## src/hw/dysta_pkg.sv

```systemverilog
// Scheduler localparams, opcode and state enums, request field positions, table address function
package dysta_pkg;

  //////////////////////////////////////////////////////////////////////
  // Sizes
  //////////////////////////////////////////////////////////////////////
  localparam int task_id_bits       = 4;
  localparam int num_tasks          = 16;
  localparam int score_bits         = 32;   // Scores, deadlines, times, latencies
  localparam int model_bits         = 5;
  localparam int pattern_bits       = 2;
  localparam int num_sparse_pattern = 4;
  localparam int max_layer          = 16;   // Layers per model
  localparam int layer_bits         = 4;
  localparam int lut_addr_bits      = 11;
  localparam int lut_depth          = 2048;

  // Field positions in request_data
  localparam int model_lsb   = 0;   // Bits 4..0
  localparam int pattern_lsb = 5;   // Bits 6..5
  localparam int task_id_lsb = 7;   // Bits 10..7

  //////////////////////////////////////////////////////////////////////
  // Encodings
  //////////////////////////////////////////////////////////////////////
  typedef enum logic [3:0] {
    req_none          = 4'b0000,
    req_lut_base      = 4'b0001,  // Point latency writes at layer 0 of model/pattern
    req_lut_latency   = 4'b0010,  // Write latency, bump pointer
    req_task_model    = 4'b1000,
    req_task_deadline = 4'b1001,
    req_task_score    = 4'b1010
  } req_op_e;

  typedef enum logic [1:0] {
    st_idle,
    st_select,
    st_exe,
    st_scoring
  } sched_state_e;

  // Latency table row for one model, pattern and layer
  function automatic logic [lut_addr_bits-1:0] lut_addr(
    input logic [model_bits-1:0]   model,
    input logic [pattern_bits-1:0] pattern,
    input logic [layer_bits-1:0]   layer
  );
    lut_addr = lut_addr_bits'((model * num_sparse_pattern + pattern) * max_layer + layer);
  endfunction

endpackage

```

## src/hw/npu_dispatch.sv

```systemverilog
// Scheduling FSM with NPU start, task select and ready output
`timescale 1ns/1ps

module npu_dispatch import dysta_pkg::*; (
  input  logic                    clk,
  input  logic                    reset,
  input  req_op_e                 request_control,
  input  logic                    any_valid,
  input  logic                    select_done,
  input  logic [task_id_bits-1:0] best_id,
  input  logic                    best_found,
  input  logic                    compute_done_npu,
  input  logic                    rescore_done,
  output logic                    select_start,
  output logic                    rescore_start,
  output logic [task_id_bits-1:0] sel_task,
  output logic                    start_comp_npu,
  output logic                    scheduler_rdy,
  output logic                    accept
);

  sched_state_e            state;
  sched_state_e            state_next;
  logic [task_id_bits-1:0] active_id;

  always_comb begin
    state_next = state;
    case (state)
      st_idle: begin
        // Host traffic holds off selection
        if (any_valid && request_control == req_none) state_next = st_select;
      end
      st_select: if (select_done) state_next = best_found ? st_exe : st_idle;
      st_exe: if (compute_done_npu) state_next = st_scoring;
      st_scoring: if (rescore_done) state_next = st_idle;
    endcase
  end

  always_ff @(posedge clk or posedge reset) begin
    if (reset) begin
      state         <= st_idle;
      active_id     <= '0;
      select_start  <= 1'b0;
      rescore_start <= 1'b0;
      scheduler_rdy <= 1'b0;
    end else begin
      state         <= state_next;
      select_start  <= (state == st_idle) && (state_next == st_select);
      rescore_start <= (state == st_exe) && (state_next == st_scoring);
      scheduler_rdy <= (state_next != st_scoring);  // Low only while rescoring
      if (state == st_select && select_done && best_found) active_id <= best_id;
    end
  end

  assign sel_task       = active_id;
  assign start_comp_npu = (state == st_exe);
  assign accept         = scheduler_rdy;

endmodule

```

## config.mk

```make
export PLATFORM = sky130hd
export DESIGN_NAME = npu_dispatch
export DESIGN_NICKNAME = d
export VERILOG_FILES = /design/src/hw/dysta_pkg.sv /design/src/hw/npu_dispatch.sv
export SDC_FILE = /design/constraint.sdc
export NUM_CORES = 1
export LEC_CHECK = 0
export ABC_AREA = 1
export BUFFER_PORTS_ARGS = -buffer_cell sky130_fd_sc_hd__buf_2
export CORE_AREA = 2 2 39 41
export DETAILED_ROUTE_END_ITERATION = 12
export DIE_AREA = 0 0 41 43
export PLACE_DENSITY_LB_ADDON = 0.1
export SLEW_MARGIN = 25
export SYNTH_ARGS = -nofsm -noshare
export SYNTH_HDL_FRONTEND = slang
export SYNTH_SLANG_ARGS = --single-unit
```

## constraint.sdc

```tcl
create_clock -name clk -period 2.73 [get_ports clk]
set_input_delay 0.1365 -clock clk [delete_from_list [all_inputs] [get_ports clk]]
set_output_delay 0.1365 -clock clk [all_outputs]
set_load 0.005 [all_outputs]
```

After elaboration in Yosys (flattened, before gate mapping)
Cells that the tools add are included.

storage, ports and cells
  register bits = 9
  input bits = 15
  output and inout bits = 9
  logic and storage cells = 24

operators by class
  eq/ne operators = 6
  multiplexer cells = 6
  reduce and logical (&&, ||, !) cells = 7

operator list
  kind                                           count
  2-to-1 mux 2 bit                               5
  case mux 2 bit (4 select lines)                1
  == test 2 bit, second input constant           3
  logical AND 1 bit                              5
  == test 2 x 1 -> 1 bit, second input constant  2
  logical NOT 4 bit                              1
  logical NOT 2 bit                              1
  inequality test 2 bit, second input constant   1

Longest topological paths before layout
  depth in word-level cells = 6
  gate-level depth with buffers = 5
  depth with buffers taken out = 5

Least setup slack after synthesis
No wires, ideal clock.

  path type = register to register
  start = register state[1]
  end = register active_id[0], in the netlist sel_task[0]
  library setup time = 122 ps
  arrival time = 760 ps
  data required time = 2608 ps
  slack = 1847 ps
  stages on the path, launching flop included = 5
  path buffers = 0
  clock period less this slack = 883 ps
  path through = dfrtp_1 inv_2 nand4_2 nand2_1 o21ai_1

between the ends
  cells in the longest elaborated chain, start to end = 3

ends and longest elaborated chain
  item                            line                RTL
  from (decl)                     npu_dispatch.sv:22  sched_state_e state;
  from (signal assigned)          npu_dispatch.sv:41  state <= st_idle;
  from (signal assigned)          npu_dispatch.sv:47  state <= state_next;
  == test 2 x 1 -> 1 bit          npu_dispatch.sv:51  if (state == st_select && select_done && best_found) active_id <= best_id;
  logical AND 1 bit (2 in a row)  npu_dispatch.sv:51
  to (signal assigned)            npu_dispatch.sv:51
  to (decl)                       npu_dispatch.sv:24  logic [task_id_bits-1:0] active_id;

Every way passes these cells.
A chain may end at the register's enable or synchronous reset.

Worst setup path after layout
  start = register state[1]
  end = output start_comp_npu

between the ends
  cells in the longest elaborated chain, start to end = 1

ends and longest elaborated chain
  item           line                RTL
  == test 2 bit  npu_dispatch.sv:56  assign start_comp_npu = (state == st_exe);
  to (decl)      npu_dispatch.sv:17  output logic start_comp_npu,

Every way passes these cells.

==> results by group <==
Global route
  – Gr usage total: 11.34%
  – First-pass GRT wire length: 1.317 mm
  – Grt total ovfl: 0
  – Vias in the first global route: 328
  – GR peak layer: met1
  – Met2 usage: 14.69%
  – Met1 Track Usage GR: 15.51%
  – Largest net degree at the start of global routing: 10
  – Met3 usage: 3.141%
  – Initial antenna violation count: 0

Run
  – Max-cap violation count: 0

Clock tree
  – Root Driver: clkbuf_4
  – H-tree levels: 1
  – Total CTS buffers: 3
  – Insertion delay to the later sink of the worst-skew pair: 0.25 ns
  – TritonCTS clock tree: built
  – Post-CTS setup buffers: 0
  – Clk pin slew, worst setup/hold paths: 0.06 ns
  – Deepest clock path buffer count: 2
  – Clock Sinks: 9

STA
  – Final setup viols: 0
  – Tmin final: 1.124 ns
  – Worst-Margin Slew: 0.3426 ns
  – Crit share post-route: 41.19%
  – Clk_skew: 0.0005704 ns
  – RSZ-0062 raised after global routing: no
  – Max Freq: 0.8894 GHz
  – Final WS setup: 1.606 ns
  – Slew Limit Fails: 0
  – Slew margin rel.: 77.13%
  – Final hold violation count: 0
  – Setup tns final: 0 ns

Floorplan
  – Chip Height: 43 um
  – Die area: 1763 um2
  – Initial cell density of the core: 28.21%
  – Core area: 1384 um2
  – Cell Rows: 14
  – Top Ports: 24
  – Horiz. Die Dim: 41 um

Placed design
  – IO Port Bufs: 23
  – Placed Instances: 84
  – Routability cong.: 0.7734
  – HPWL after detailed placement: 597.1 um
  – Place WS: 1.714 ns
  – Area after DPL: 518.0 um2

Synth
  – Mapped Avg Cell Area: 8.486 um2
  – Synthesized area: 390.4 um2
  – Ys Warns: 0
  – Asr flop ratio synth: 100.0%
  – Yosys reg bits: 9
  – Top-count cell post-synth: inv_1
  – Top cell type's share of synthesized area: 57.69%
  – Commonest cells post-synth: 11 x inv_1, 9 x dfrtp_1, 7 x nand2_1, 7 x nor2_1
  – Distinct cells, synth: 10
  – Syn nets: 61
  – Biggest area consumer among synthesized cells: dfrtp_1
  – Largest cells by area after synthesis: dfrtp_1 58%, inv_1 11%, nand2_1 6.7%
  – Cells after synthesis: 46
  – Number of synthesized flops with an enable pin: 0
  – Post-synthesis sequential area ratio: 57.69%
  – Synth Flop Type: dfrtp_1

Critical path
  – Setup crit start kind: register
  – Setup Crit Path Kind: register to primary output
  – Worst reg2reg path depth: 4
  – CP arrival: 0.99 ns
  – WP data required: 2.59 ns
  – CP max FO: 5
  – CP Capture Type: primary output

Power and ir drop
  – Leakage power: 0.0003438 uW
  – Pwr dens: 876.5 nW/um2
  – Worst VDD drop: 286.3 uV

Finish
  – Layout cells sized above 1: 38.36%
  – Post-Layout Cell Count: 89
  – # diodes: 0
  – Nets: 89
  – Fin area: 554.3 um2
  – Final core utilization: 40.05%
  – P&R area growth vs syn: 41.99%

Detailed routing
  – Routed length per instance: 8.461 um
  – Pre-antenna DRT Iters: 4
  – Per-cell via count in the routed design: 4.112
  – Final ANT Viol Nets: 0
  – DRC: 0
  – Total Wirelength: 753 um
  – Initial drt markers: 7
  – DR vias: 366

Status
  – Outcome: complete, no violations

Min path
  – Hold Path Depth: 3
  – Worst Hold Class: input port to register
cell usage in the layout (no fill, tap or decap):
cell type / n
dfrtp_1: 9
inv_2: 1
dlygate4sd3_1: 1
nand3_1: 4
nor2_1: 7
clkbuf_1: 1
clkbuf_4: 3
buf_2: 23
nand4_2: 1
o21ai_1: 4
nand2_1: 7
nand3b_1: 1
inv_1: 11
power by group:
part | switching (uW) | total, uW | leakage, uW | internal (uW)
logic | 85.9 | 166 | 0.000218 | 80.3
registers | 33.6 | 220 | 0.000111 | 187
clock network | 43.4 | 99.6 | 0.0000150 | 56.1
routing by layer:
| metal | part of all wire (%) | vias up |
|---|---|---|
| li1 | - | 195 |
| met1 | 47 | 151 |
| met2 | 42 | 18 |
| met3 | 9.4 | 2 |
| met4 | 1.3 | 0 |
| met5 | 0 | - |
per-stage QoR:
stage / hold WS [ns] / total power [uW]
finish: 0.1152 / 485.8
global placement: 0.1195 / 390.1
detailed placement: 0.1172 / 391.8
CTS: 0.1082 / 496.3
floorplan: -0.03558 / 321.5
global route: 0.1238 / 544.2
final cells by class:
class                   count  area, um2
fillers                   155      829.5
flip-flops and latches      9      225.2
inverters                  12      45.04
repair buffers             24      125.1
clock buffers               4      26.28
well taps                  16      20.02
multi-input cells          24      112.6
timing repair:
item | CTS | global route
hold buffers | 1 | 0
hold endpoints to repair | 9 | 0
resized for setup | 0 | 0
state kept, by name (all words and copies together) (netlist names):
| signal | cells |
|---|---|
| sel_task | 4 |
| state | 2 |
| rescore_start | 1 |
| accept | 1 |
| select_start | 1 |
worst max-delay path: stages (launching register included):
cell	delay, ns
dfrtp_1	0.43
inv_2	0.06
nor2_1	0.11
buf_2	0.13
final timing paths:
path	from	to	slack, ns
min in group asynchronous	reset	accept$_DFF_PP0_	0.38
worst max-delay path	state[1]$_DFF_PP0_	start_comp_npu	1.61
worst min register to register	sel_task[1]$_DFFE_PP0P_	sel_task[1]$_DFFE_PP0P_	0.49
max in group asynchronous	reset	sel_task[3]$_DFFE_PP0P_	2.10
worst max register to register	state[1]$_DFF_PP0_	sel_task[0]$_DFFE_PP0P_	1.72
worst min-delay path	best_id[3]	sel_task[3]$_DFFE_PP0P_	0.12
logic make-up after synthesis:
| family | synth area share, % |
|---|---|
| DFF | 57.69 |
| buffers and inverters | 13.46 |
| AOI/OAI and AO/OA | 5.128 |
| and+or+nand+nor | 23.72 |
Power figures use the tool's default switching activity.
