### src/hw/dysta_pkg.sv
// Scheduler localparams, opcode and state enums, request field positions, table address function
package dysta_pkg;

  //////////////////////////////////////////////////////////////////////
  // Sizes
  //////////////////////////////////////////////////////////////////////
  localparam int task_id_bits       = 4;
  localparam int num_tasks          = 16;
  localparam int score_bits         = 32;   // Scores, deadlines, times, latencies
  localparam int model_bits         = 5;
  localparam int pattern_bits       = 2;
  localparam int num_sparse_pattern = 4;
  localparam int max_layer          = 16;   // Layers per model
  localparam int layer_bits         = 4;
  localparam int lut_addr_bits      = 11;
  localparam int lut_depth          = 2048;

  // Field positions in request_data
  localparam int model_lsb   = 0;   // Bits 4..0
  localparam int pattern_lsb = 5;   // Bits 6..5
  localparam int task_id_lsb = 7;   // Bits 10..7

  //////////////////////////////////////////////////////////////////////
  // Encodings
  //////////////////////////////////////////////////////////////////////
  typedef enum logic [3:0] {
    req_none          = 4'b0000,
    req_lut_base      = 4'b0001,  // Point latency writes at layer 0 of model/pattern
    req_lut_latency   = 4'b0010,  // Write latency, bump pointer
    req_task_model    = 4'b1000,
    req_task_deadline = 4'b1001,
    req_task_score    = 4'b1010
  } req_op_e;

  typedef enum logic [1:0] {
    st_idle,
    st_select,
    st_exe,
    st_scoring
  } sched_state_e;

  // Latency table row for one model, pattern and layer
  function automatic logic [lut_addr_bits-1:0] lut_addr(
    input logic [model_bits-1:0]   model,
    input logic [pattern_bits-1:0] pattern,
    input logic [layer_bits-1:0]   layer
  );
    lut_addr = lut_addr_bits'((model * num_sparse_pattern + pattern) * max_layer + layer);
  endfunction

endpackage

### src/hw/task_table.sv
// Per-slot task registers, valid bits, layer counters and system cycle counter
`timescale 1ns/1ps

module task_table import dysta_pkg::*; (
  input  logic                    clk,
  input  logic                    reset,
  // Registration writes
  input  req_op_e                 tbl_wr_op,
  input  logic [task_id_bits-1:0] tbl_wr_id,
  input  logic [31:0]             tbl_wr_data,
  // Selector read port
  input  logic [task_id_bits-1:0] sel_rd_id,
  output logic                    sel_rd_valid,
  output logic [score_bits-1:0]   sel_rd_score,
  // Rescoring read port
  input  logic [task_id_bits-1:0] upd_rd_id,
  output logic                    upd_rd_valid,
  output logic [model_bits-1:0]   upd_rd_model,
  output logic [pattern_bits-1:0] upd_rd_pattern,
  output logic [layer_bits-1:0]   upd_rd_layer,
  output logic [score_bits-1:0]   upd_rd_deadline,
  output logic [score_bits-1:0]   upd_rd_arrival,
  // Score writeback
  input  logic                    score_wr_en,
  input  logic [task_id_bits-1:0] score_wr_id,
  input  logic [score_bits-1:0]   score_wr_data,
  // NPU progress
  input  logic                    compute_done_npu,
  input  logic                    last_layer_done_npu,
  input  logic [task_id_bits-1:0] active_id,
  output logic [31:0]             sys_clk,
  output logic                    any_valid
);

  logic [num_tasks-1:0]    valid;
  logic [model_bits-1:0]   model_q    [num_tasks];
  logic [pattern_bits-1:0] pattern_q  [num_tasks];
  logic [layer_bits-1:0]   layer_q    [num_tasks];
  logic [score_bits-1:0]   deadline_q [num_tasks];
  logic [score_bits-1:0]   arrival_q  [num_tasks];
  logic [score_bits-1:0]   score_q    [num_tasks];

  always_ff @(posedge clk or posedge reset) begin
    if (reset) begin
      valid   <= '0;
      sys_clk <= '0;
    end else begin
      sys_clk <= sys_clk + 1'b1;  // Free running
      if (tbl_wr_op == req_task_score) valid[tbl_wr_id] <= 1'b1;
      if (compute_done_npu && last_layer_done_npu) begin
        valid[active_id] <= 1'b0;  // Retire
      end
    end
  end

  always_ff @(posedge clk) begin
    case (tbl_wr_op)
      req_task_model: begin
        model_q[tbl_wr_id]   <= tbl_wr_data[model_lsb +: model_bits];
        pattern_q[tbl_wr_id] <= tbl_wr_data[pattern_lsb +: pattern_bits];
      end
      req_task_deadline: begin
        deadline_q[tbl_wr_id] <= tbl_wr_data;
        arrival_q[tbl_wr_id]  <= sys_clk;  // Arrival stamp
      end
      req_task_score: begin
        score_q[tbl_wr_id] <= tbl_wr_data;
        layer_q[tbl_wr_id] <= '0;
      end
      default: ;
    endcase
    if (score_wr_en) score_q[score_wr_id] <= score_wr_data;
    if (compute_done_npu && !last_layer_done_npu) begin
      layer_q[active_id] <= layer_q[active_id] + 1'b1;
    end
  end

  assign sel_rd_valid    = valid[sel_rd_id];
  assign sel_rd_score    = score_q[sel_rd_id];
  assign upd_rd_valid    = valid[upd_rd_id];
  assign upd_rd_model    = model_q[upd_rd_id];
  assign upd_rd_pattern  = pattern_q[upd_rd_id];
  assign upd_rd_layer    = layer_q[upd_rd_id];
  assign upd_rd_deadline = deadline_q[upd_rd_id];
  assign upd_rd_arrival  = arrival_q[upd_rd_id];
  assign any_valid       = |valid;

endmodule

### config.mk
export PLATFORM = sky130hd
export DESIGN_NAME = task_table
export DESIGN_NICKNAME = d
export VERILOG_FILES = /design/src/hw/dysta_pkg.sv /design/src/hw/task_table.sv
export SDC_FILE = /design/constraint.sdc
export NUM_CORES = 2
export LEC_CHECK = 0
export BUFFER_PORTS_ARGS = -buffer_cell sky130_fd_sc_hd__buf_2
export CORE_ASPECT_RATIO = 1.25
export CORE_MARGIN = 3
export CORE_UTILIZATION = 35
export DETAILED_ROUTE_END_ITERATION = 8
export HOLD_SLACK_MARGIN = 0.15
export MAX_ROUTING_LAYER = met4
export PLACE_DENSITY = 0.5
export RECOVER_POWER = 50
export REMOVE_ABC_BUFFERS = 1
export SKIP_CTS_REPAIR_TIMING = 1
export SLEW_MARGIN = 40
export SYNTH_ARGS = -nofsm -noshare
export SYNTH_HDL_FRONTEND = slang
export SYNTH_SLANG_ARGS = --single-unit
### constraint.sdc
create_clock -name clk -period 6.1 [get_ports clk]
set_input_delay 1.83 -clock clk [delete_from_list [all_inputs] [get_ports clk]]
set_output_delay 1.83 -clock clk [all_outputs]
set_load 0.05 [all_outputs]
---- After elaboration in Yosys (flattened, before gate mapping) ----
Memories as Yosys holds them, arrays and structs flattened.
Index checks and enable logic that the tools add are counted.
storage, ports and cells
  word-level logic and storage cells ...... 48
  register bits after elaboration ......... 48
  output and inout port bits .............. 142
  input bits .............................. 93
  memory bits (writable) .................. 1712
  memories ................................ 6
operators by class
  mux-type cells .......................... 20
  order comparisons ....................... 6
  add/subtract/negate cells ............... 2
  reduce and logical (&&, ||, !) cells .... 6
  equal/unequal tests ..................... 3
  bitwise logic cells ..................... 3
memories
  name        depth  width  read ports  clocked after memory_dff  write ports  RTL line          text
  arrival_q   16     32     1           0                         1            task_table.sv:40  logic [score_bits-1:0] arrival_q [num_tasks];
  deadline_q  16     32     1           0                         1            task_table.sv:39  logic [score_bits-1:0] deadline_q [num_tasks];
  score_q     16     32     1           0                         2            task_table.sv:41  logic [score_bits-1:0] score_q [num_tasks];
  model_q     16     5      1           0                         1            task_table.sv:36  logic [model_bits-1:0] model_q [num_tasks];
  layer_q     16     4      2           0                         2            task_table.sv:38  logic [layer_bits-1:0] layer_q [num_tasks];
  pattern_q   16     2      1           0                         1            task_table.sv:37  logic [pattern_bits-1:0] pattern_q [num_tasks];
operators by type and width
  operator                 number
  $add A32 B1 Y32 const B  1
  $mux W16                 2
  $lt A4 B5 Y1 const B     4
  $and A16 B16 Y16         1
  $not A16 Y16             1
  $or A16 B16 Y16          1
  $reduce_or A16 Y1        1
  $mux W1                  14
  $eq A4 B4 Y1 const B     3
  $bmux W1 S4              2
  $demux W1 S4             2
  $ge A4 B1 Y1 const B     2
  $add A4 B1 Y4 const B    1
  $logic_and A1 B1 Y1      4
  $logic_not A1 Y1         1

---- Logic depth before layout (Yosys ltp) ----
  depth in word-level cells ............... 8
  mapped depth ............................ 11
  depth with buffers taken out ............ 7

---- Worst setup path before layout ----
No wires, ideal clock.
  path kind ............................... input port to output port
  start point ............................. in upd_rd_id[0]
  end point ............................... out upd_rd_layer[0]
  data arrival time ....................... 4.151 ns
  buffers on the path ..................... 3
  cell stages on the path ................. 5
  path slack .............................. 0.119 ns
  cell sequence ........................... clkbuf_1 -> buf_1 -> buf_1 -> mux4_2 -> mux4_2
on the way
  word-level cells in the longest chain between the ends .. 1
RTL lines
  item            RTL line          text
  from (decl)     task_table.sv:16  input logic [task_id_bits-1:0] upd_rd_id,
  $mem_v2 Z16 W4  --
  to (decl)       task_table.sv:20  output logic [layer_bits-1:0] upd_rd_layer,
No other way between the ends.

---- Worst setup path after layout ----
  start point ............................. in upd_rd_id[0]
  end point ............................... out upd_rd_deadline[11]
on the way
  word-level cells in the longest chain between the ends .. 1
RTL lines
  item             RTL line          text
  $mem_v2 Z16 W32  --
  to (decl)        task_table.sv:21  output logic [score_bits-1:0] upd_rd_deadline,
No other way between the ends.

==> run_results.csv <==
group,metric,value,unit
worst_setup_path,start_kind,"input pin",
clock_network,clk_pin_slew,0.06,ns
clock_network,cts_buffer_depth,3,
synthesis,synth_area_leaders,"edfxtp_1 (69%), mux4_2 (17%), mux2_2 (7.8%)",
routing,drc,0,
sta,hold_viol,0,
synthesis,yosys_warnings,0,
global_route,grt_use_total,0.1946,
place,routabilityCongestion,0.7610,
finish,fin_cells,6726,
floorplanning,rows,188,
synthesis,synth_top_area_frac,0.6934,
power,design_power_total,26.29,mW
finish,layout-drive-gt1-share,0.4336,
finish,syn_to_final_growth,15.44,%
power,ir_worst_vdd,0.3009,mV
outcome,violations,"capacitance limit, slew limit",
sta,final-setup-viol-count,0,
synthesis,ys_seq_area_frac,0.7096,
sta,tightest_slew,3.564,ns
synthesis,syn_area_per_cell,21.27,µm²
sta,post-route-period-util,0.9628,
synthesis,synth_edf_count,1712,
outcome,status,"complete, but fails checks",
floorplanning,die_h,520.6,µm
routing,wl_per_cell,30.66,µm
power,p_per_area,307.2,mW/mm²
floorplanning,fp.dieW,417.7,µm
sta,setup-tns-final,0,ns
min_path,min_path_type,"reg2reg",
sta,relSlewSlack,-1.376,
finish,fin_nets,3886,
routing,vias_per_cell,5.367,
synthesis,ys.flop_type,"edfxtp_1",
global_route,grt_first_pass_wirelength,292.8,mm
synthesis,netlist_area,0.07414,mm²
floorplanning,die_area,0.2174,mm²
clock_network,insertion_delay,0.83,ns
sta,max_freq,0.1703,GHz
clock_network,htree_levels,4,
floorplanning,core-area,0.2103,mm²
global_route,grt_max_degree,78,
worst_setup_path,cp.arrival,4.04,ns
floorplanning,num_io_pins,235,
worst_setup_path,end_kind,"output port",
routing,drt_pass1_iterations,5,
sta,drv_slew,1525,
place,io_buffers,234,
synthesis,yosysTopAreaCell,"edfxtp_1",
worst_setup_path,required,4.27,ns
power,p_leak,28.44,nW
global_route,grt_antenna_before_repair,40,
clock_network,tritoncts,"built",
routing,drtIter0Drc,2977,
job,cap_violations,44,
routing,drt.antenna.violating_nets,0,
global_route,overflow,0,
sta,finalCriticalPeriod,5.873,ns
clock_network,cts.sinks,1760,
synthesis,yosysUniqueCellTypes,43,
clock_network,cts_made_buffers,182,
worst_setup_path,crit_fanout,26,
place,place_inst,6362,
sta,rsz0062_at_grt,"no",
finish,final_cell_mix,"edfxtp_1 (1712), mux4_2 (550), mux2_2 (512)",
floorplanning,initial_core_util,0.3526,
finish,final_common_cell,"edfxtp_1",
place,dp_hpwl,113.2,mm
routing,vias,36100,
synthesis,syn_inst,3486,
synthesis,async_reset_ff_frac,0.02727,
sta,clock_skew,0.03103,ns
worst_setup_path,crit_type,"in2out",
global_route,grt_pass1_vias,38580,
synthesis,ys_ff_latch,1760,
clock_network,cts_root_buf,"clkbuf_16",
routing,drt_wl_total,206.2,mm
## final timing paths
path	start	endpoint	slack, ns	cells past startpoint
worst min-delay path	valid[1]	valid[1]	0.55	2
worst max register to register	layer_q[12][0]	layer_q[8][1]	3.09	7
min in group asynchronous	reset	sys_clk[26]	1.52	3
worst max-delay path	upd_rd_id[0]	upd_rd_deadline[11]	0.23	6
worst min register to register	valid[1]	valid[1]	0.55	2
max in group asynchronous	reset	valid[2]	2.00	4
## synthesized netlist by cell type (2+ instances only)
master,number
buf_6,2
buf_1,42
nand2_1,62
o21ai_0,4
or3_1,3
and3_1,8
or2_2,7
a21oi_1,20
a21oi_2,10
dfrtp_1,48
inv_1,20
nand2b_1,12
xor2_1,14
a31oi_1,3
nor2_1,109
edfxtp_1,1712
nor4_1,7
mux2i_1,2
buf_2,4
mux2_2,513
nor3_1,10
buf_12,2
ha_1,2
xnor2_1,17
buf_4,3
nand3_1,36
nor3b_1,5
nor2b_1,11
clkbuf_1,214
and4_1,2
mux4_2,550
nand4_1,11
mux4_1,11
## per-layer routing
| layer | vias up | routed length, µm | global-route usage |
|---|---|---|---|
| met2 | 852 | 107600 | 0.3316 |
| li1 | 15230 | - | - |
| met3 | 263 | 10450 | 0.03643 |
| met1 | 19750 | 83770 | 0.2398 |
| met4 | 0 | 4411 | 0.04808 |
| met5 | - | 0 | - |
## cell type report
cell class                      count  area [µm²]
Fill cell                       18800      124700
Sequential cell                  1760       52610
Multi-Input combinational cell   1438       20590
Clock buffer                      224        4802
Tap cell                         2755        3447
Timing Repair Buffer              388        2821
Clock inverter                    110        1166
Inverter                           21       78.83
Antenna cell                       30       75.07
## per-stage QoR
| stage | instance area [µm²] | utilization | setup slack [ns] | hold WS, ns |
|---|---|---|---|---|
| after floorplan | 73070 | - | -0.3839 | 0.4955 |
| after global placement | 79780 | 0.3794 | 0.2369 | 0.5486 |
| after detailed placement | 79970 | 0.3803 | 0.2313 | 0.5485 |
| after CTS | 85940 | 0.4087 | 0.2317 | 0.5586 |
| after global routing | 85570 | 0.4069 | 0.1676 | 0.5758 |
| final | 85590 | 0.4070 | 0.2271 | 0.5532 |
## cells by family after synthesis
family / synth area share
DFF: 0.7096
muxes: 0.2495
buffers and inverters: 0.01544
and+or+nand+nor: 0.01787
AOI/OAI and AO/OA: 0.003578
xor gates and xnor gates: 0.003662
adders and majority gates: 0.0003375
## critical path, cell delays in order
cell    delay (ns)
buf_8         0.34
buf_12        0.26
buf_4         0.18
mux4_2        0.49
mux4_2        0.59
buf_2         0.26
## registers in the layout, indices dropped and copies added (netlist names)
| name | count |
|---|---|
| valid | 16 |
| sys_clk | 32 |
| deadline_q | 512 |
| arrival_q | 512 |
| model_q | 80 |
| pattern_q | 32 |
| score_q | 512 |
| layer_q | 64 |
## power breakdown
group / internal, mW / switching, mW
Combinational: 0.693 / 1.05
Clock: 6.32 / 4.83
Sequential: 13.3 / 0.0505
No activity file was read; power rests on OpenSTA's default activity.
