[src/hw/dysta_pkg.sv]
// Scheduler localparams, opcode and state enums, request field positions, table address function
package dysta_pkg;

  //////////////////////////////////////////////////////////////////////
  // Sizes
  //////////////////////////////////////////////////////////////////////
  localparam int task_id_bits       = 4;
  localparam int num_tasks          = 16;
  localparam int score_bits         = 32;   // Scores, deadlines, times, latencies
  localparam int model_bits         = 5;
  localparam int pattern_bits       = 2;
  localparam int num_sparse_pattern = 4;
  localparam int max_layer          = 16;   // Layers per model
  localparam int layer_bits         = 4;
  localparam int lut_addr_bits      = 11;
  localparam int lut_depth          = 2048;

  // Field positions in request_data
  localparam int model_lsb   = 0;   // Bits 4..0
  localparam int pattern_lsb = 5;   // Bits 6..5
  localparam int task_id_lsb = 7;   // Bits 10..7

  //////////////////////////////////////////////////////////////////////
  // Encodings
  //////////////////////////////////////////////////////////////////////
  typedef enum logic [3:0] {
    req_none          = 4'b0000,
    req_lut_base      = 4'b0001,  // Point latency writes at layer 0 of model/pattern
    req_lut_latency   = 4'b0010,  // Write latency, bump pointer
    req_task_model    = 4'b1000,
    req_task_deadline = 4'b1001,
    req_task_score    = 4'b1010
  } req_op_e;

  typedef enum logic [1:0] {
    st_idle,
    st_select,
    st_exe,
    st_scoring
  } sched_state_e;

  // Latency table row for one model, pattern and layer
  function automatic logic [lut_addr_bits-1:0] lut_addr(
    input logic [model_bits-1:0]   model,
    input logic [pattern_bits-1:0] pattern,
    input logic [layer_bits-1:0]   layer
  );
    lut_addr = lut_addr_bits'((model * num_sparse_pattern + pattern) * max_layer + layer);
  endfunction

endpackage

[src/hw/score_engine.sv]
// Three-stage rescoring pipeline over all valid task slots
`timescale 1ns/1ps

module score_engine import dysta_pkg::*; (
  input  logic                     clk,
  input  logic                     reset,
  input  logic                     rescore_start,
  output logic [task_id_bits-1:0]  upd_rd_id,
  input  logic                     upd_rd_valid,
  input  logic [model_bits-1:0]    upd_rd_model,
  input  logic [pattern_bits-1:0]  upd_rd_pattern,
  input  logic [layer_bits-1:0]    upd_rd_layer,
  input  logic [score_bits-1:0]    upd_rd_deadline,
  input  logic [score_bits-1:0]    upd_rd_arrival,
  input  logic [31:0]              sys_clk,
  output logic                     lut_rd_en,
  output logic [lut_addr_bits-1:0] lut_rd_addr,
  input  logic [score_bits-1:0]    lut_rd_data,
  input  logic                     lut_rd_vld,
  output logic                     score_wr_en,
  output logic [task_id_bits-1:0]  score_wr_id,
  output logic [score_bits-1:0]    score_wr_data,
  output logic                     rescore_done
);

  logic                    scanning;
  logic                    draining;
  logic [task_id_bits-1:0] idx;
  logic [task_id_bits-1:0] s1_id, s2_id;
  logic [score_bits-1:0]   s1_deadline, s1_arrival;
  logic [score_bits-1:0]   s2_deadline, s2_arrival;
  logic [score_bits-1:0]   elapsed;
  logic [score_bits:0]     used;  // Elapsed plus remaining latency

  assign upd_rd_id = idx;

  //////////////////////////////////////////////////////////////////////
  // Stage 1 address generation, one slot per cycle
  //////////////////////////////////////////////////////////////////////
  always_ff @(posedge clk or posedge reset) begin
    if (reset) begin
      scanning     <= 1'b0;
      draining     <= 1'b0;
      idx          <= '0;
      lut_rd_en    <= 1'b0;
      rescore_done <= 1'b0;
    end else begin
      lut_rd_en    <= 1'b0;
      rescore_done <= 1'b0;
      if (rescore_start) begin
        scanning <= 1'b1;
        idx      <= '0;
      end else if (scanning) begin
        lut_rd_en <= upd_rd_valid;  // Invalid slots issue nothing
        idx       <= idx + 1'b1;
        if (idx == task_id_bits'(num_tasks - 1)) begin
          scanning <= 1'b0;
          draining <= 1'b1;
        end
      end else if (draining && !lut_rd_en && !lut_rd_vld) begin
        draining     <= 1'b0;  // Last write has landed
        rescore_done <= 1'b1;
      end
    end
  end

  // Stages 1 and 2 payload
  always_ff @(posedge clk) begin
    lut_rd_addr <= lut_addr(upd_rd_model, upd_rd_pattern, upd_rd_layer);
    s1_id       <= idx;
    s1_deadline <= upd_rd_deadline;
    s1_arrival  <= upd_rd_arrival;
    s2_id       <= s1_id;
    s2_deadline <= s1_deadline;
    s2_arrival  <= s1_arrival;
  end

  //////////////////////////////////////////////////////////////////////
  // Stage 3 slack, clamped at zero
  //////////////////////////////////////////////////////////////////////
  assign elapsed = sys_clk - s2_arrival;
  assign used    = {1'b0, elapsed} + {1'b0, lut_rd_data};

  assign score_wr_en   = lut_rd_vld;
  assign score_wr_id   = s2_id;
  assign score_wr_data = (used >= {1'b0, s2_deadline}) ? '0
                                                       : s2_deadline - used[score_bits-1:0];

endmodule

[config.mk]
export PLATFORM = sky130hd
export DESIGN_NAME = score_engine
export DESIGN_NICKNAME = d
export VERILOG_FILES = /design/src/hw/dysta_pkg.sv /design/src/hw/score_engine.sv
export SDC_FILE = /design/constraint.sdc
export NUM_CORES = 1
export LEC_CHECK = 0
export ABC_AREA = 1
export BUFFER_PORTS_ARGS = -buffer_cell sky130_fd_sc_hd__buf_2
export CELL_PAD_IN_SITES_DETAIL_PLACEMENT = 1
export CELL_PAD_IN_SITES_GLOBAL_PLACEMENT = 1
export CORE_AREA = 2 2 166 168
export DETAILED_ROUTE_END_ITERATION = 12
export DIE_AREA = 0 0 168 170
export PLACE_DENSITY_LB_ADDON = 0.1
export SLEW_MARGIN = 25
export SYNTH_ARGS = -nofsm -noshare
export SYNTH_HDL_FRONTEND = slang
export SYNTH_SLANG_ARGS = --single-unit
[constraint.sdc]
create_clock -name clk -period 5.6 [get_ports clk]
set_clock_uncertainty 0.2 [all_clocks]
set_input_delay 0.84 -clock clk [delete_from_list [all_inputs] [get_ports clk]]
set_output_delay 0.84 -clock clk [all_outputs]
set_load 0.01 [all_outputs]
; Word level (Yosys, flattened, before mapping)
; Cells that the tools add are included.
[word_totals]
out_inout_bits = 54
inputBits = 144
word_cells = 43
ff_bits = 155
[classes]
bitwise_logic = 1
n_eq_ne = 2
addsub = 6
order_cmp = 1
n_mux = 14
n_reduce_logical = 7
[op_table]
columns = operator, count
row1 = $sub A32 B32 Y32, 2
row2 = $add A32 B32 Y33, 1
row3 = $ge A33 B32 Y1, 1
row4 = $mux W32, 1
row5 = $add A11 B4 Y11, 1
row6 = $mux W1, 11
row7 = $mux W4, 2
row8 = $add A7 B2 Y7, 1
row9 = $add A4 B1 Y4 const B, 1
row10 = $eq A4 B4 Y1 const B, 1
row11 = $reduce_bool A2 Y1, 2
row12 = $reduce_and A3 Y1, 1
row13 = $logic_and A1 B1 Y1, 2
row14 = $logic_not A1 Y1, 2
row15 = $ne A2 B1 Y1 const B, 1
row16 = $not A1 Y1, 1

; Depth between registers and ports, before layout
[logic_depth]
word_depth = 6
ltp_mapped = 37
depth_no_buf = 36

; Worst setup path before layout
; OpenSTA, ideal clock, no wires.
[synth_timing]
kind = in2out
start = input port sys_clk[2]
end = output port score_wr_data[31]
required_time_ps = 4560
stages = 35
path_buffers = 1
t_arrival_ps = 5093
slack_ps = -533
cell_sequence = ha_1 a21oi_1 nand2_1 a21boi_1 o21ai_1 a21oi_1 inv_1 nand2_1 nand2_1 nand2_1 nand2_1 nand2_1 nand2_1 ha_1 clkbuf_2 nand2_1 nor4_2 nand3_1 nand3_1 nand2_1 nand2_1 nand2_1 nand2_1 xor2_1 inv_1 ha_1 nand2_1 inv_1 a221oi_1 o21ai_0 a21oi_1 nand2_1 nand2_1 nand2_1 nor2_1
[synth_via]
elab_chain_len = 4
elab_cells_between_ends = 5
cone_classes = add/sub (3) / order compare (1) / mux (1)
[synth_lines]
columns = item, line
row1 = from (decl), score_engine.sv:15  ; input logic [31:0] sys_clk,
row2 = $sub A32 B32 Y32 *, score_engine.sv:81  ; assign elapsed = sys_clk - s2_arrival;
row3 = $add A32 B32 Y33 *, score_engine.sv:82  ; assign used = {1'b0, elapsed} + {1'b0, lut_rd_data};
row4 = $sub A32 B32 Y32 or $ge A33 B32 Y1 (tied branches), "score_engine.sv:87, score_engine.sv:86"
row5 = $mux W32 *, score_engine.sv:86  ; assign score_wr_data = (used >= {1'b0, s2_deadline}) ? '0
row6 = to (decl), score_engine.sv:22  ; output logic [score_bits-1:0] score_wr_data,
; Every way passes the cells marked *; elsewhere a longest branch is shown, timed or not.

; Worst setup path after layout
[layout_timing]
start = input port sys_clk[0]
end = output port score_wr_data[2]
; Same word-level chain as after synthesis.

==> impl_metrics.ini <==
[run_status]
status = complete, but fails checks
violations = setup timing

[power]
p_clk_share_pct = 15.6
ir_drop_uv = 192
p_seq_share_pct = 15.5
swShare_pct = 42.8
p_per_area_mw_per_mm2 = 484
internal_power_mw = 4.37
leakage_nw = 8.18
switchingPower_mw = 3.27
combPwrFrac_pct = 68.9

[worst_setup_path]
cp_max_fo = 7
cp.required_ps = 4560
crit_buf_inv = 7
crit_top_cell = nand2_2
cp_slowest_cell = fa_2
cp-end-kind = output pin
r2r_slack_ps = 3950
crit_type = input port to output pin
slowest_delay_ps = 370
cp_top_family = simple AND/OR/NAND/NOR gates
r2r-start = upd_rd_id[0]$_DFFE_PP0P_
startpoint = sys_clk[0]
worstPathArrival_ps = 5720
worstSetupStartpointType = input port

[detailed_routing]
dr_total_vias = 10500
ant_nets = 0
first_pass_iters = 4
wire_per_inst_um = 16.0
postRouteWirelength_um = 35500
drt_iter0_markers = 271
drcViolationCount = 0
via_per_inst = 4.72

[timing]
rsz0062_at_grt = true
fin_crit_ps = 6760
slew_headroom_pct = 67.7
fin_crit_sh_pct = 121
worst_slack_ps = -1160
max_freq_ghz = 0.148
tightest_slew_ps = 481
finalSetupViolCount = 32
maxSlewViolCount = 0
finalHoldViolations = 0
hold_slack_ps = 116
fin_tns_setup_ps = -36060

[global_route]
gr-total-overflow = 0
grt_pass1_vias = 11200
grt_start_max_net_pins = 19
groute.usage.overall_pct = 24.0
grt_pass1_wl_um = 54400
antenna_found_initial = 1

[cts]
cts_buffers = 17
cts_tree = done
cts-root-buf = clkbuf_16
htree_levels = 4
hold_buffers = 0
clock_latency_ps = 450
clkSinkCount = 155
clockBufferDepth = 2
clk_pin_slew_worst_paths_ps = 80

[layout]
fin_nets = 2138
finalNonFillerCells = 2218
drive_gt1_share_pct = 42.6
area_growth_pct = 62.1

[logic_synthesis]
yosysUniqueCellTypes = 47
synthCells = 1288
ys_seq_elements = 155
ys_seq_area_share_pct = 32.2
avgSynthCellArea_um2 = 7.57
ys.warnings.count = 0
syn_nets = 1563
syn_area_mm2 = 0.00975

[placement]
dp_hpwl_um = 27700
place.gp.congestion = 0.857
place_inst = 2161
portBuffers = 197

[die]
initial_core_util_pct = 36.6
dieWidth_um = 168
die_area_mm2 = 0.0286
die_y_um = 170
boundaryPins = 198
core_area_mm2 = 0.0267
num_rows = 60

[flow_run]
drv_cap = 0

[min_path]
hold_path_class = input port to asynchronous set/reset pin
==> flip-flops by register name (all words and copies together), names as in the netlist <==
name          flops
draining          1
lut_rd_addr      11
lut_rd_en         1
rescore_done      1
s1_arrival       32
s1_deadline      32
s1_id             4
s2_arrival       32
s2_deadline      32
scanning          1
score_wr_id       4
upd_rd_id         4
==> path summary, 6_finish.rpt <==
path | end | cells past startpoint
hold / removal | lut_rd_en$_DFF_PP0_ | 2
min in group clk | s2_deadline[14]$_DFF_P_ | 0
setup / recovery | score_wr_data[2] | 33
setup reg to reg | draining$_DFFE_PP0P_ | 6
hold reg to reg | s2_deadline[14]$_DFF_P_ | 0
max in group asynchronous | draining$_DFFE_PP0P_ | 2
==> metrics by stage <==
stage,instance area [um2],power (mW),util (%),setup slack [ps]
2_1_floorplan,10100,3.64,-,-176
6_report,15800,7.64,59.3,-1160
3_3_place_gp,14000,5.62,52.5,-2030
3_5_place_dp,14000,5.73,52.5,-2080
5_1_grt,15800,8.18,59.3,-1380
4_1_cts,15100,7.32,56.6,-1250
==> cell families (layout without fill, tap and decap cells) <==
kind of cell	count (synthesis)	in the layout	share of synthesized area [%]
and+or+nand+nor	459	459	20.4
other	0	1	0
buffers and inverters	223	811	8.87
AOI/OAI and AO/OA	241	241	14.3
xor gates and xnor gates	79	79	7.10
adders and majority gates	131	131	17.0
DFF	155	155	32.2
==> final cells by class <==
class | instances | area (um2)
clock inverters | 15 | 170
diodes | 1 | 2.50
clock buffers | 17 | 425
flip-flops and latches | 155 | 3140
inverters | 217 | 817
well taps | 341 | 427
repair buffers | 562 | 4000
multi-input cells | 910 | 6820
fillers | 3296 | 10900
==> Yosys cell counts, drive strengths merged <==
master | number | area (um2)
nand2 | 252 | 968
or2 | 1 | 6.26
xor2 | 46 | 403
a211oi | 2 | 15.0
nand3b | 7 | 52.6
dfrtp | 8 | 200
a221oi | 2 | 17.5
nor3 | 21 | 105
clkbuf | 2 | 8.75
nand3 | 31 | 155
inv | 217 | 815
o211a | 2 | 20.0
and3 | 1 | 6.26
o211ai | 4 | 30.0
or3b | 1 | 8.76
dfxtp | 147 | 2940
ha | 128 | 1600
o221ai | 1 | 8.76
a21boi | 6 | 56.3
nor4 | 9 | 62.6
o21a | 5 | 37.5
buf | 4 | 41.3
a21oi | 116 | 599
a31o | 1 | 8.76
o21ai | 62 | 318
a31oi | 15 | 93.8
nor2 | 125 | 557
o21bai | 12 | 93.8
fa | 3 | 60.1
xnor2 | 33 | 289
nand4 | 11 | 68.8
a21o | 13 | 97.6
==> power groups by stage <==
| stage | registers (mW) | logic (mW) | clock network (mW) |
|---|---|---|---|
| 3_3_place_gp | 1.21 | 4.41 | 0 |
| 5_1_grt | 1.19 | 5.72 | 1.27 |
| 3_5_place_dp | 1.21 | 4.52 | 0 |
| 2_1_floorplan | 1.21 | 2.43 | 0 |
| 4_1_cts | 1.18 | 4.91 | 1.23 |
| 6_report | 1.18 | 5.26 | 1.19 |
==> layout by cell type (no fill, tap or decap), types with 11 or more instances in the layout <==
master / count
a21oi_2: 25
nand4_1: 11
nor2_1: 84
ha_4: 19
nand3_1: 22
xnor2_1: 31
clkbuf_16: 17
nor3_1: 13
o21ai_0: 37
ha_1: 104
o21ai_1: 14
nor2_4: 32
buf_6: 37
nand2_1: 216
inv_1: 208
buf_2: 164
xor2_1: 37
buf_4: 357
a21oi_1: 87
a21o_1: 13
nand2_2: 30
dfxtp_1: 147
==> layer usage <==
layer	global-route usage, %	wire (um)	vias up
met5	0	0	-
met4	7.41	563	0
met3	3.05	864	41
met2	45.8	19100	153
met1	27.8	15000	4979
li1	-	-	5298
==> repair_timing <==
item,CTS,global route
cloned,1,0
resized for setup,73,136
setup buffers,12,11
pin swaps,34,53
endpoints found under the setup margin,32,32
hold endpoints to repair,0,0
==> worst register-to-register path: cells and delay by family (launching register included) <==
family / cells / cell delay (ps)
and+or+nand+nor: 3 / 470
DFF: 1 / 430
adders and majority gates: 1 / 200
AOI/OAI and AO/OA: 1 / 160
buffers and inverters: 1 / 60
Power figures use the tool's default switching activity.
