--- src/hw/dysta_pkg.sv ---
// Scheduler localparams, opcode and state enums, request field positions, table address function
package dysta_pkg;

  //////////////////////////////////////////////////////////////////////
  // Sizes
  //////////////////////////////////////////////////////////////////////
  localparam int task_id_bits       = 4;
  localparam int num_tasks          = 16;
  localparam int score_bits         = 32;   // Scores, deadlines, times, latencies
  localparam int model_bits         = 5;
  localparam int pattern_bits       = 2;
  localparam int num_sparse_pattern = 4;
  localparam int max_layer          = 16;   // Layers per model
  localparam int layer_bits         = 4;
  localparam int lut_addr_bits      = 11;
  localparam int lut_depth          = 2048;

  // Field positions in request_data
  localparam int model_lsb   = 0;   // Bits 4..0
  localparam int pattern_lsb = 5;   // Bits 6..5
  localparam int task_id_lsb = 7;   // Bits 10..7

  //////////////////////////////////////////////////////////////////////
  // Encodings
  //////////////////////////////////////////////////////////////////////
  typedef enum logic [3:0] {
    req_none          = 4'b0000,
    req_lut_base      = 4'b0001,  // Point latency writes at layer 0 of model/pattern
    req_lut_latency   = 4'b0010,  // Write latency, bump pointer
    req_task_model    = 4'b1000,
    req_task_deadline = 4'b1001,
    req_task_score    = 4'b1010
  } req_op_e;

  typedef enum logic [1:0] {
    st_idle,
    st_select,
    st_exe,
    st_scoring
  } sched_state_e;

  // Latency table row for one model, pattern and layer
  function automatic logic [lut_addr_bits-1:0] lut_addr(
    input logic [model_bits-1:0]   model,
    input logic [pattern_bits-1:0] pattern,
    input logic [layer_bits-1:0]   layer
  );
    lut_addr = lut_addr_bits'((model * num_sparse_pattern + pattern) * max_layer + layer);
  endfunction

endpackage

--- src/hw/task_selector.sv ---
// Sequential slot scan for the valid task with the lowest score
`timescale 1ns/1ps

module task_selector import dysta_pkg::*; (
  input  logic                    clk,
  input  logic                    reset,
  input  logic                    select_start,
  output logic [task_id_bits-1:0] sel_rd_id,
  input  logic                    sel_rd_valid,
  input  logic [score_bits-1:0]   sel_rd_score,
  output logic                    select_done,
  output logic [task_id_bits-1:0] best_id,
  output logic                    best_found
);

  logic                    scanning;
  logic [task_id_bits-1:0] idx;
  logic [score_bits-1:0]   best_score;
  logic                    better;

  assign sel_rd_id = idx;
  // Strict compare, so the lower slot keeps a tie
  assign better = sel_rd_valid && (!best_found || sel_rd_score < best_score);

  always_ff @(posedge clk or posedge reset) begin
    if (reset) begin
      scanning    <= 1'b0;
      idx         <= '0;
      select_done <= 1'b0;
      best_id     <= '0;
      best_found  <= 1'b0;
    end else begin
      select_done <= 1'b0;
      if (select_start) begin
        scanning   <= 1'b1;
        idx        <= '0;
        best_found <= 1'b0;
      end else if (scanning) begin
        if (better) begin
          best_found <= 1'b1;
          best_id    <= idx;
        end
        idx <= idx + 1'b1;
        if (idx == task_id_bits'(num_tasks - 1)) begin
          scanning    <= 1'b0;
          select_done <= 1'b1;  // num_tasks + 1 after start
        end
      end
    end
  end

  always_ff @(posedge clk) begin
    if (scanning && better) best_score <= sel_rd_score;
  end

endmodule

--- config.mk ---
export PLATFORM = sky130hd
export DESIGN_NAME = task_selector
export DESIGN_NICKNAME = d
export VERILOG_FILES = /design/src/hw/dysta_pkg.sv /design/src/hw/task_selector.sv
export SDC_FILE = /design/constraint.sdc
export NUM_CORES = 1
export LEC_CHECK = 0
export BUFFER_PORTS_ARGS = -buffer_cell sky130_fd_sc_hd__buf_4
export CORE_UTILIZATION = 42
export DETAILED_ROUTE_END_ITERATION = 8
export GPL_ROUTABILITY_DRIVEN = 0
export PLACE_DENSITY = 0.62
export SETUP_SLACK_MARGIN = 0.1
export SYNTH_ARGS = -nofsm -noshare
export SYNTH_HDL_FRONTEND = slang
export SYNTH_SLANG_ARGS = --single-unit
--- constraint.sdc ---
create_clock -name clk -period 7.85 [get_ports clk]
set_clock_uncertainty 0.1 [all_clocks]
set_input_delay 1.1775 -clock clk [delete_from_list [all_inputs] [get_ports clk]]
set_output_delay 1.1775 -clock clk [all_outputs]
set_load 0.01 [all_outputs]
**Word-level counts from Yosys, hierarchy flattened**

Cells that the tools add are included.

- Add/sub/neg operators: 1
- $lt $le $gt $ge: 1
- Eq/ne operators: 1
- Multiplexer cells: 11
- Bitwise logic cells: 1
- Reductions and logical operators: 8

Operators by type and width:

| cell | count |
|---|---|
| 32-bit less-than comparator | 1 |
| 1-bit 2-to-1 mux | 9 |
| 4-bit 2-to-1 mux | 2 |
| 4-bit by 1-bit adder with 4-bit output (second input constant) | 1 |
| 4-bit == test (second input constant) | 1 |
| 2-bit nonzero test | 2 |
| 3-bit AND reduction | 1 |
| 1-bit logical AND | 2 |
| 2-bit AND reduction | 1 |
| 1-bit logical NOT | 1 |
| 1-bit logical OR | 1 |
| 1-bit inverter | 1 |

- Register bits: 43
- Bits of input ports: 36
- Output and inout bits: 10
- Word-level logic and storage cells: 29

**Logic depth before layout (Yosys ltp)**

Gate-level depths: netlist of the first run.

- Depth after elaboration: 6
- Gate-level depth with buffers: 8
- Depth with buffers taken out: 8

**Worst setup path before layout of the first run**

OpenSTA, ideal clock, no wires.

- Path kind: input -> register
- Start point: input sel_rd_score[2]
- End point: register best_score[0] (enable)
- Library setup time: 474 ps
- Arrival time: 4661 ps
- Required time: 7276 ps
- Setup slack: 2615 ps
- Cell stages on the path: 6
- Buffers on the path: 0
- Cell sequence: ha_1 -> a211o_1 -> a31oi_1 -> o311a_1 -> o41ai_2 -> a221oi_1

- Cells in the longest elaborated chain, start to end: 4

Ends and longest elaborated chain:

| what | line | source |
|---|---|---|
| start: declaration | task_selector.sv:10 | `input logic [score_bits-1:0] sel_rd_score,` |
| 32-bit less-than comparator | task_selector.sv:23 | `assign better = sel_rd_valid && (!best_found \|\| sel_rd_score < best_score);` |
| 1-bit logical OR | task_selector.sv:23 |  |
| 1-bit logical AND | task_selector.sv:23 |  |
| 1-bit logical AND | task_selector.sv:53 | `if (scanning && better) best_score <= sel_rd_score;` |
| end signal: assignment | task_selector.sv:53 |  |
| end: declaration | task_selector.sv:18 | `logic [score_bits-1:0] best_score;` |

Every way passes these cells.
A chain may end at the register's enable or synchronous reset.

**Final worst setup path of the first run**

- Start point: input sel_rd_score[30]
- End point: register best_score[9] (enable)

Same word-level chain as after synthesis.

==> results.cfg, run 1 <==
[worst_setup_path]
cp.arrival_ps = 3300
critPathTopFamily = compound AO/OA/AOI/OAI gates
end_kind = register
critPathSlowestCell = a221oi_4
cp_cell_sequence = buf_4 -> ha_1 -> a21oi_1 -> nand2_1 -> a221oi_2 -> o211ai_1 -> a221oi_4 -> buf_4
criticalPathCategory = in -> reg
crit_required_ps = 7720
crit_fanout = 22
slowest_delay_ps = 610
cp_num_buf_inv = 2
worst_setup_path_start_kind = input port
cpMostUsedCell = buf_4

[pwr]
power_density_nw_per_um2 = 179
leakage_nw = 1.30
finalPower_w = 0.000490
ir_drop_v = 0.000100

[die]
io_pins = 46
core_region_area_um2 = 5110
num_rows = 26
die_x_um = 74.6
dieArea_um2 = 5570
initial_utilization_pct = 43.4
die_h_um = 74.6

[cts]
clock-root-buffer = clkbuf_8
insertion_delay_ps = 290
htree_levels = 2
clk_pin_slew_ps = 80
cts.repair.resized = 0
cts_made_buffers = 5
post_cts_buffers = 0
cts_tree = done
cts_sinks = 43
cts_hold_buf = 0
cts_buffer_depth = 2

[timing]
finalCriticalPeriod_ps = 3430
hold_violations = 0
drv_slew = 0
fin_crit_sh_pct = 43.6
rsz0062_at_grt = no
tightest_slew_ps = 582
setup_viol = 0
max-slew-margin-rel_pct = 61.2
finalSetupTns_ps = 0
fmax_ghz = 0.292

[final_layout]
antennaDiodeCount = 0
syn2layout_area_growth_pct = 23.8
fillers = 481
fin_nets = 299
drive_gt1_share_pct = 25.0
finish.utilization_pct = 53.7
stdcell_area_um2 = 2740

[drt]
wirelength_mm = 3.76
drtIter0Drc = 48
detail-route-antenna-nets = 0
vias = 1444
wl_per_cell_um = 12.5
remaining_drc_errors = 0
drt_pre_antenna_iters = 3
vias_per_cell = 4.78

[yosys]
seq_area_frac_synth_pct = 55.8
synth.distinct_cells = 32
ys.flop_type = edfxtp_1
syn_avg_cell_area_um2 = 12.3
syn_inst = 180
syn-cell-area_um2 = 2210
synthesis.nets = 248
ys_ff_latch = 43
synth-async-reset-ratio_pct = 25.6
yosysWarnings = 0
synth-edff-count = 32

[status]
status = finished, final reports clean

[placement]
hpwlAfterDp_mm = 2.96
numPortBuffers = 45
place_area_um2 = 2660

[min_path]
min_path_type = reg -> reg

[grt]
antenna_found_initial = 0
grt_pass1_vias = 1436
grt_use_total_pct = 15.1
grt_overflow = 0
grt_pass1_wl_mm = 6.22
grt_max_degree = 23

[job]
drv_cap = 0
[power breakdown]
group / internal (W) / switching (W)
Sequential: 0.000263 / 0.00000712
Combinational: 0.0000404 / 0.0000423
Clock: 0.0000605 / 0.0000767
[final timing paths]
| path | from | to | slack [ps] | cells past startpoint |
|---|---|---|---|---|
| max in group asynchronous | reset | best_id[0] | 6580 | 2 |
| min | best_id[3] | best_id[3] | 400 | 1 |
| min in group asynchronous | reset | sel_rd_id[0] | 780 | 2 |
| max | sel_rd_score[30] | best_score[9] | 4420 | 8 |
| min reg2reg | best_id[3] | best_id[3] | 400 | 1 |
| max reg2reg | best_score[30] | best_score[9] | 5060 | 8 |
[per-stage QoR]
stage,worst slack (ps),cells,hold slack (ps)
after global routing,4240,302,424
after detailed placement,4070,294,376
after CTS,4390,302,404
after global placement,4080,294,381
after floorplan,2620,180,429
final,4420,302,398
[cell usage in the layout (no fill, tap or decap)]
cell type   Yosys  routed
buf_4           0      46
inv_1          32      32
ha_1           32      32
edfxtp_1       32      32
a21oi_1        13      13
dfrtp_1        11      11
nand2_1        10      10
nor2_1          9       9
nand4_1         6       6
clkbuf_8        0       5
mux2_1          4       4
o21ai_0         3       3
nand3_1         3       3
a221oi_2        2       2
a21o_1          2       2
xor2_1          2       2
clkinv_1        0       2
a211oi_1        1       1
nor3_1          1       1
o21ai_1         1       1
o211ai_1        1       1
nand2b_1        1       1
a211o_1         1       1
a31oi_1         1       1
nand4_2         1       1
o311a_1         1       1
o41ai_2         1       1
nor4_1          1       1
and2_1          1       1
or2_2           1       1
xnor2_1         1       1
mux2i_1         1       1
a221oi_4        0       1
nor3b_1         1       1
clkinvlp_4      0       1
[final cells by class]
| class | instances | area (µm²) | area share (%) |
|---|---|---|---|
| clock buffers | 5 | 68.8 | 2.51 |
| well taps | 70 | 87.6 | 3.19 |
| inverters | 32 | 120 | 4.38 |
| clock inverters | 3 | 15.0 | 0.548 |
| flip-flops and latches | 43 | 1240 | 45.1 |
| repair buffers | 46 | 345 | 12.6 |
| multi-input cells | 103 | 868 | 31.7 |
[sequential cells by signal, summed over array words and instances (netlist names)]
signal and cells:
best_id 4, best_score 32, scanning 1, sel_rd_id 4
best_found 1, select_done 1
[cell usage after synthesis (2+ instances only)]
master | n | area, µm²
nand2_1 | 10 | 37.5
a21oi_1 | 13 | 65.1
o21ai_0 | 3 | 15.0
nor2_1 | 9 | 33.8
inv_1 | 32 | 120
a21o_1 | 2 | 15.0
a221oi_2 | 2 | 30.0
nand3_1 | 3 | 15.0
clkbuf_1 | 2 | 7.51
ha_1 | 32 | 400
mux2_1 | 4 | 45.0
edfxtp_1 | 32 | 961
nand4_1 | 6 | 37.5
dfrtp_1 | 11 | 275
xor2_1 | 2 | 17.5
[per-layer routing]
metal,routed length [µm],vias up,GRT usage [%]
li1,-,745,-
met1,1950,666,20.9
met2,1580,28,22.8
met3,174,5,3.88
met4,55,0,6.29
met5,0,-,0
[cells by family (layout without fill, tap and decap cells)]
kind of cell | Yosys count | in the layout | synth area share [%]
multiplexers | 5 | 5 | 2.49
flip-flops | 43 | 43 | 55.8
adder cells (fa/ha/maj) | 32 | 32 | 18.1
buffers and inverters | 34 | 86 | 5.76
AO/OA/AOI/OAI | 28 | 28 | 8.81
AND/OR/NAND/NOR | 35 | 35 | 7.85
XOR/XNOR | 3 | 3 | 1.19
Power figures use the tool's default switching activity.
==> run 2, diff against run 1 <==
==> constraint.sdc (replaced) <==
create_clock -name clk -period 3.5 [get_ports clk]
set_clock_uncertainty 0.1 [all_clocks]
set_input_delay 0.525 -clock clk [delete_from_list [all_inputs] [get_ports clk]]
set_output_delay 0.525 -clock clk [all_outputs]
set_load 0.01 [all_outputs]
==> run 2 against run 1 <==
  * Combinational power increased by 130%
  * Sequential share of layout area down 0.37 points
  * Worst hold slack got worse by 270 ps
  * Cell area increased by 0.82%
  * Cell count is 0.66% higher
  * Clock-buffer cell count is 2 higher
  * Sequential power up 120%
==> results.cfg, run 2 (same netlist as run 1, synthesis figures left out) <==
[timing]
rsz0062_at_grt = no
tightest_slew_ps = 501
finalCriticalPeriod_ps = 2480
drv_slew = 0
finalSetupTns_ps = 0
fin_ws_ps = 1020
fin_crit_sh_pct = 70.8
hold_violations = 0
fmax_ghz = 0.404
max-slew-margin-rel_pct = 66.2
setup_viol = 0

[cts]
cts_tree = done
cts_buffer_depth = 2
cts.repair.resized = 0
clk_pin_slew_ps = 80
htree_levels = 2
cts_hold_buf = 0
post_cts_buffers = 0
cts_sinks = 43
cts_made_buffers = 5
insertion_delay_ps = 290
clock-root-buffer = clkbuf_8

[die]
die_h_um = 74.6
num_rows = 26
core_region_area_um2 = 5110
die_x_um = 74.6
dieArea_um2 = 5570
initial_utilization_pct = 43.4
io_pins = 46

[grt]
grt_overflow = 0
met3_usage_pct = 4.55
antenna_found_initial = 0
grt_max_degree = 14
grt_use_total_pct = 15.1
use_met2_pct = 21.3
grt.met1_usage_pct = 21.4
busiest_layer = met1
grt_pass1_vias = 1381
grt_pass1_wl_mm = 6.24

[worst_setup_path]
cp.arrival_ps = 2550
crit_required_ps = 3580
crit_fanout = 4
worst_setup_path_start_kind = register
criticalPathCategory = reg -> reg
end_kind = register

[placement]
place_area_um2 = 2670
place_ws_ps = 713
hpwlAfterDp_mm = 2.92
numPortBuffers = 45

[drt]
vias_per_cell = 4.74
wl_per_cell_um = 12.1
drtIter0Drc = 46
remaining_drc_errors = 0
wirelength_mm = 3.68
drt_pre_antenna_iters = 3
vias = 1440
detail-route-antenna-nets = 0

[final_layout]
mostFrequentLayoutCells = buf_4, inv_1, ha_1, edfxtp_1, a21oi_1
largest_reg_flops = 32
layout_commonest_cell = buf_4
fin_nets = 301
stdcell_area_um2 = 2760
syn2layout_area_growth_pct = 24.8
regMostFlops = best_score
drive_gt1_share_pct = 26.1
antennaDiodeCount = 0

[job]
drv_cap = 0

[pwr]
power_density_nw_per_um2 = 404
ir_drop_v = 0.000239
leakage_nw = 1.32

[min_path]
min_path_type = in -> async

[status]
status = finished, final reports clean
-- run 2: worst max-delay path: stages, from the launching register on --
cell      delay, ps
edfxtp_1        330
inv_1            40
ha_1            280
a211o_1         110
a31oi_1          40
o311a_1         390
o41ai_2         560
a221oi_2        170
mux2_1          350
-- run 2: power by group --
part	total, W	switching (W)	internal [W]
combinational	0.000188	0.0000954	0.0000927
clock	0.000324	0.000165	0.000159
sequential	0.000605	0.0000160	0.000589
total	0.00112	0.000276	0.000841
-- run 2: cell type report --
cell class,count,area [µm²]
fillers,451,2340
flip-flops and latches,43,1240
multi-input cells,103,868
repair buffers,48,360
inverters,32,120
well taps,70,87.6
clock buffers,7,86.3
clock inverters,1,5.00
-- run 2: metal layers --
metal	vias to the layer above	part of all wire [%]
met5	-	0
met4	0	1.8
met3	7	6.2
met2	32	42
met1	656	50
li1	745	-
-- run 2: final timing paths --
path                                  start        endpoint  slack, ps  cells past startpoint
min reg2reg                      best_id[0]      best_id[0]        410                      1
max reg2reg                   best_score[2]      best_id[2]       1020                      8
max                           best_score[2]      best_id[2]       1020                      8
min                                   reset      best_id[3]        120                      2
min in group clk           sel_rd_score[12]  best_score[12]        320                      1
max in group asynchronous             reset      best_id[0]       2880                      2
-- run 2: stage by stage --
stage | power, W | hold WS (ps) | util, % | std cells
floorplan | 0.000724 | 277 | - | 180
global placement | 0.000806 | 393 | 52.3 | 296
detailed placement | 0.000808 | 392 | 52.3 | 296
CTS | 0.00113 | 132 | 54.1 | 304
global route | 0.00118 | 159 | 54.1 | 304
finish | 0.00112 | 124 | 54.1 | 304
==> run 3, diff against run 2 <==
--- a/config.mk
+++ b/config.mk
@@ -9,7 +9,7 @@
 export CORE_UTILIZATION = 42
 export DETAILED_ROUTE_END_ITERATION = 8
 export GPL_ROUTABILITY_DRIVEN = 0
-export PLACE_DENSITY = 0.62
+export PLACE_DENSITY = 0.64
 export SETUP_SLACK_MARGIN = 0.1
 export SYNTH_ARGS = -nofsm -noshare
 export SYNTH_HDL_FRONTEND = slang
==> constraint.sdc (replaced) <==
create_clock -name clk -period 2.2 [get_ports clk]
set_clock_uncertainty 0.1 [all_clocks]
set_input_delay 0.33 -clock clk [delete_from_list [all_inputs] [get_ports clk]]
set_output_delay 0.33 -clock clk [all_outputs]
set_load 0.01 [all_outputs]
==> run 3 against run 2 <==
  * The run now ends with negative setup slack left
  * Via count grew 5.5%
  * Die area is the same
  * Flip-flop and latch count is the same
  * Power grew 88%
  * Critical path depth grew 1
  * Core utilization grew 6.9 points
  * First-iteration DRC count grew 35%
  * Worst hold slack lost 17 ps
  * Cell count grew 4.6%
  * Clock-buffer cell count shrank 1
  * Clock power grew 130%
  * Largest power group unchanged
==> results.cfg, run 3 (same netlist as run 1, synthesis figures left out) <==
[status]
status = complete, but fails checks
violations = negative setup slack

[grt]
grt_use_total_pct = 16.3
grt_max_degree = 29
antenna_found_initial = 0
grt_pass1_vias = 1463
grt_pass1_wl_mm = 6.65
grt_overflow = 0

[drt]
vias = 1519
drt_pre_antenna_iters = 4
drtIter0Drc = 62
detail-route-antenna-nets = 0
wl_per_cell_um = 13.4
wirelength_mm = 4.26
vias_per_cell = 4.78
remaining_drc_errors = 0

[worst_setup_path]
worst_setup_path_start_kind = register
r2r_cells = 9
cp.arrival_ps = 2340
rr_startpoint = best_score[25]
criticalPathCategory = reg -> reg
crit_fanout = 7
end_kind = register
reg2reg_setup_slack_ps = -210
r2r_end = best_score[17]
crit_required_ps = 2130

[placement]
place_ws_ps = -323
place_area_um2 = 2780
numPortBuffers = 45
hpwlAfterDp_mm = 3.03

[timing]
drv_slew = 0
finalCriticalPeriod_ps = 2410
rsz0062_at_grt = yes
fmax_ghz = 0.414
fin_crit_sh_pct = 110
tightest_slew_ps = 412
max-slew-margin-rel_pct = 72.5
finalSetupTns_ps = -6590
fin_ws_ps = -215
hold_violations = 0
setup_viol = 36

[job]
drv_cap = 0

[final_layout]
largest_reg_flops = 32
seq_area_um2 = 1240
drive_gt1_share_pct = 39.5
mostFrequentLayoutCells = buf_4, edfxtp_1, inv_1
syn2layout_area_growth_pct = 40.8
layout_commonest_cell = buf_4
fillers = 435
multi_input_area_um2 = 1010
fin_nets = 315
regMostFlops = best_score
finish.utilization_pct = 61.0
antennaDiodeCount = 0
stdcell_area_um2 = 3120

[min_path]
hold_end = best_score[0]
min_path_type = in -> reg
min_path_cells = 1
hold_start = sel_rd_score[0]

[pwr]
swShare_pct = 23.4
p_comb_share_pct = 19.2
p_int_w = 0.00161
clockPowerShare_pct = 34.8
power_density_nw_per_um2 = 675
p_sw_w = 0.000493
power_frac_seq_pct = 45.9
leakage_nw = 1.45
ir_drop_v = 0.000372

[cts]
cts_tree = done
cts_made_buffers = 5
htree_levels = 2
cts_buffer_depth = 2
cts_sinks = 43
clk_pin_slew_ps = 90
insertion_delay_ps = 300
clock-root-buffer = clkbuf_8

[die]
dieArea_um2 = 5570
die_x_um = 74.6
io_pins = 46
die_h_um = 74.6
num_rows = 26
core_region_area_um2 = 5110
initial_utilization_pct = 43.4
[run 3: changes by cell type in the layout (fill, tap and decap cells not counted), sizes merged]
cell,change
buf,+11
clkinv,-1
bufinv,+2
clkbuf,+1
dlygate4sd3,+1
[run 3: power by group through the flow]
stage / Clock (W) / Sequential (W) / Combinational [W]
after detailed placement: 0 / 0.000982 / 0.000341
after global routing: 0.000781 / 0.000973 / 0.000451
after CTS: 0.000744 / 0.000966 / 0.000371
final: 0.000733 / 0.000966 / 0.000405
after floorplan: 0 / 0.000983 / 0.000181
after global placement: 0 / 0.000981 / 0.000338
[run 3: how the worst max path moves through the flow]
| stage | start | endpoint | cells past startpoint |
|---|---|---|---|
| 2_1_floorplan | best_score[30] | best_score[0] | 7 |
| 6_report | best_score[25] | best_score[17] | 9 |
| 4_1_cts | best_score[30] | best_score[3] | 8 |
| 3_5_place_dp | sel_rd_score[2] | best_score[0] | 8 |
| 5_1_grt | best_score[27] | best_score[18] | 9 |
| 3_3_place_gp | sel_rd_score[27] | best_score[5] | 8 |
[run 3: layout make-up]
cell class,instances,share of cell area [%]
clock buffer,6,2.33
clock inverter,2,1.93
inverter,32,3.85
multi-input combinational,103,32.5
sequential,43,39.6
tap,70,2.81
timing repair buffer,62,16.9
[run 3: through the flow]
| stage | instances | hold WS (ps) | total power [W] |
|---|---|---|---|
| after detailed placement | 303 | 248 | 0.00132 |
| final | 318 | 107 | 0.00210 |
| after floorplan | 180 | 82.4 | 0.00116 |
| after global routing | 318 | 94.8 | 0.00221 |
| after CTS | 313 | 104 | 0.00208 |
| after global placement | 303 | 244 | 0.00132 |
[run 3: layer usage]
| metal | part of all wire (%) | vias up | global-route usage, % |
|---|---|---|---|
| li1 | - | 774 | - |
| met1 | 49 | 713 | 22.2 |
| met2 | 46 | 28 | 25.3 |
| met3 | 4.2 | 4 | 4.15 |
| met4 | 0.89 | 0 | 5.66 |
| met5 | 0 | - | 0 |
[run 3: critical path, stage by stage (launching register included)]
cell and delay (ps):
edfxtp_1 360, inv_1 60, ha_1 230, nand4_1 170, nor2_2 50, a221oi_2 240
o211ai_1 220, a221oi_4 350, buf_6 190, clkbuf_16 160
[run 3: timing repair]
item	CTS	global route
gates cloned	0	3
hold endpoints to repair	11	0
hold buffers	1	0
gates resized for setup	12	10
setup buffers	1	2
setup endpoints to repair	36	36
pin swaps	3	7
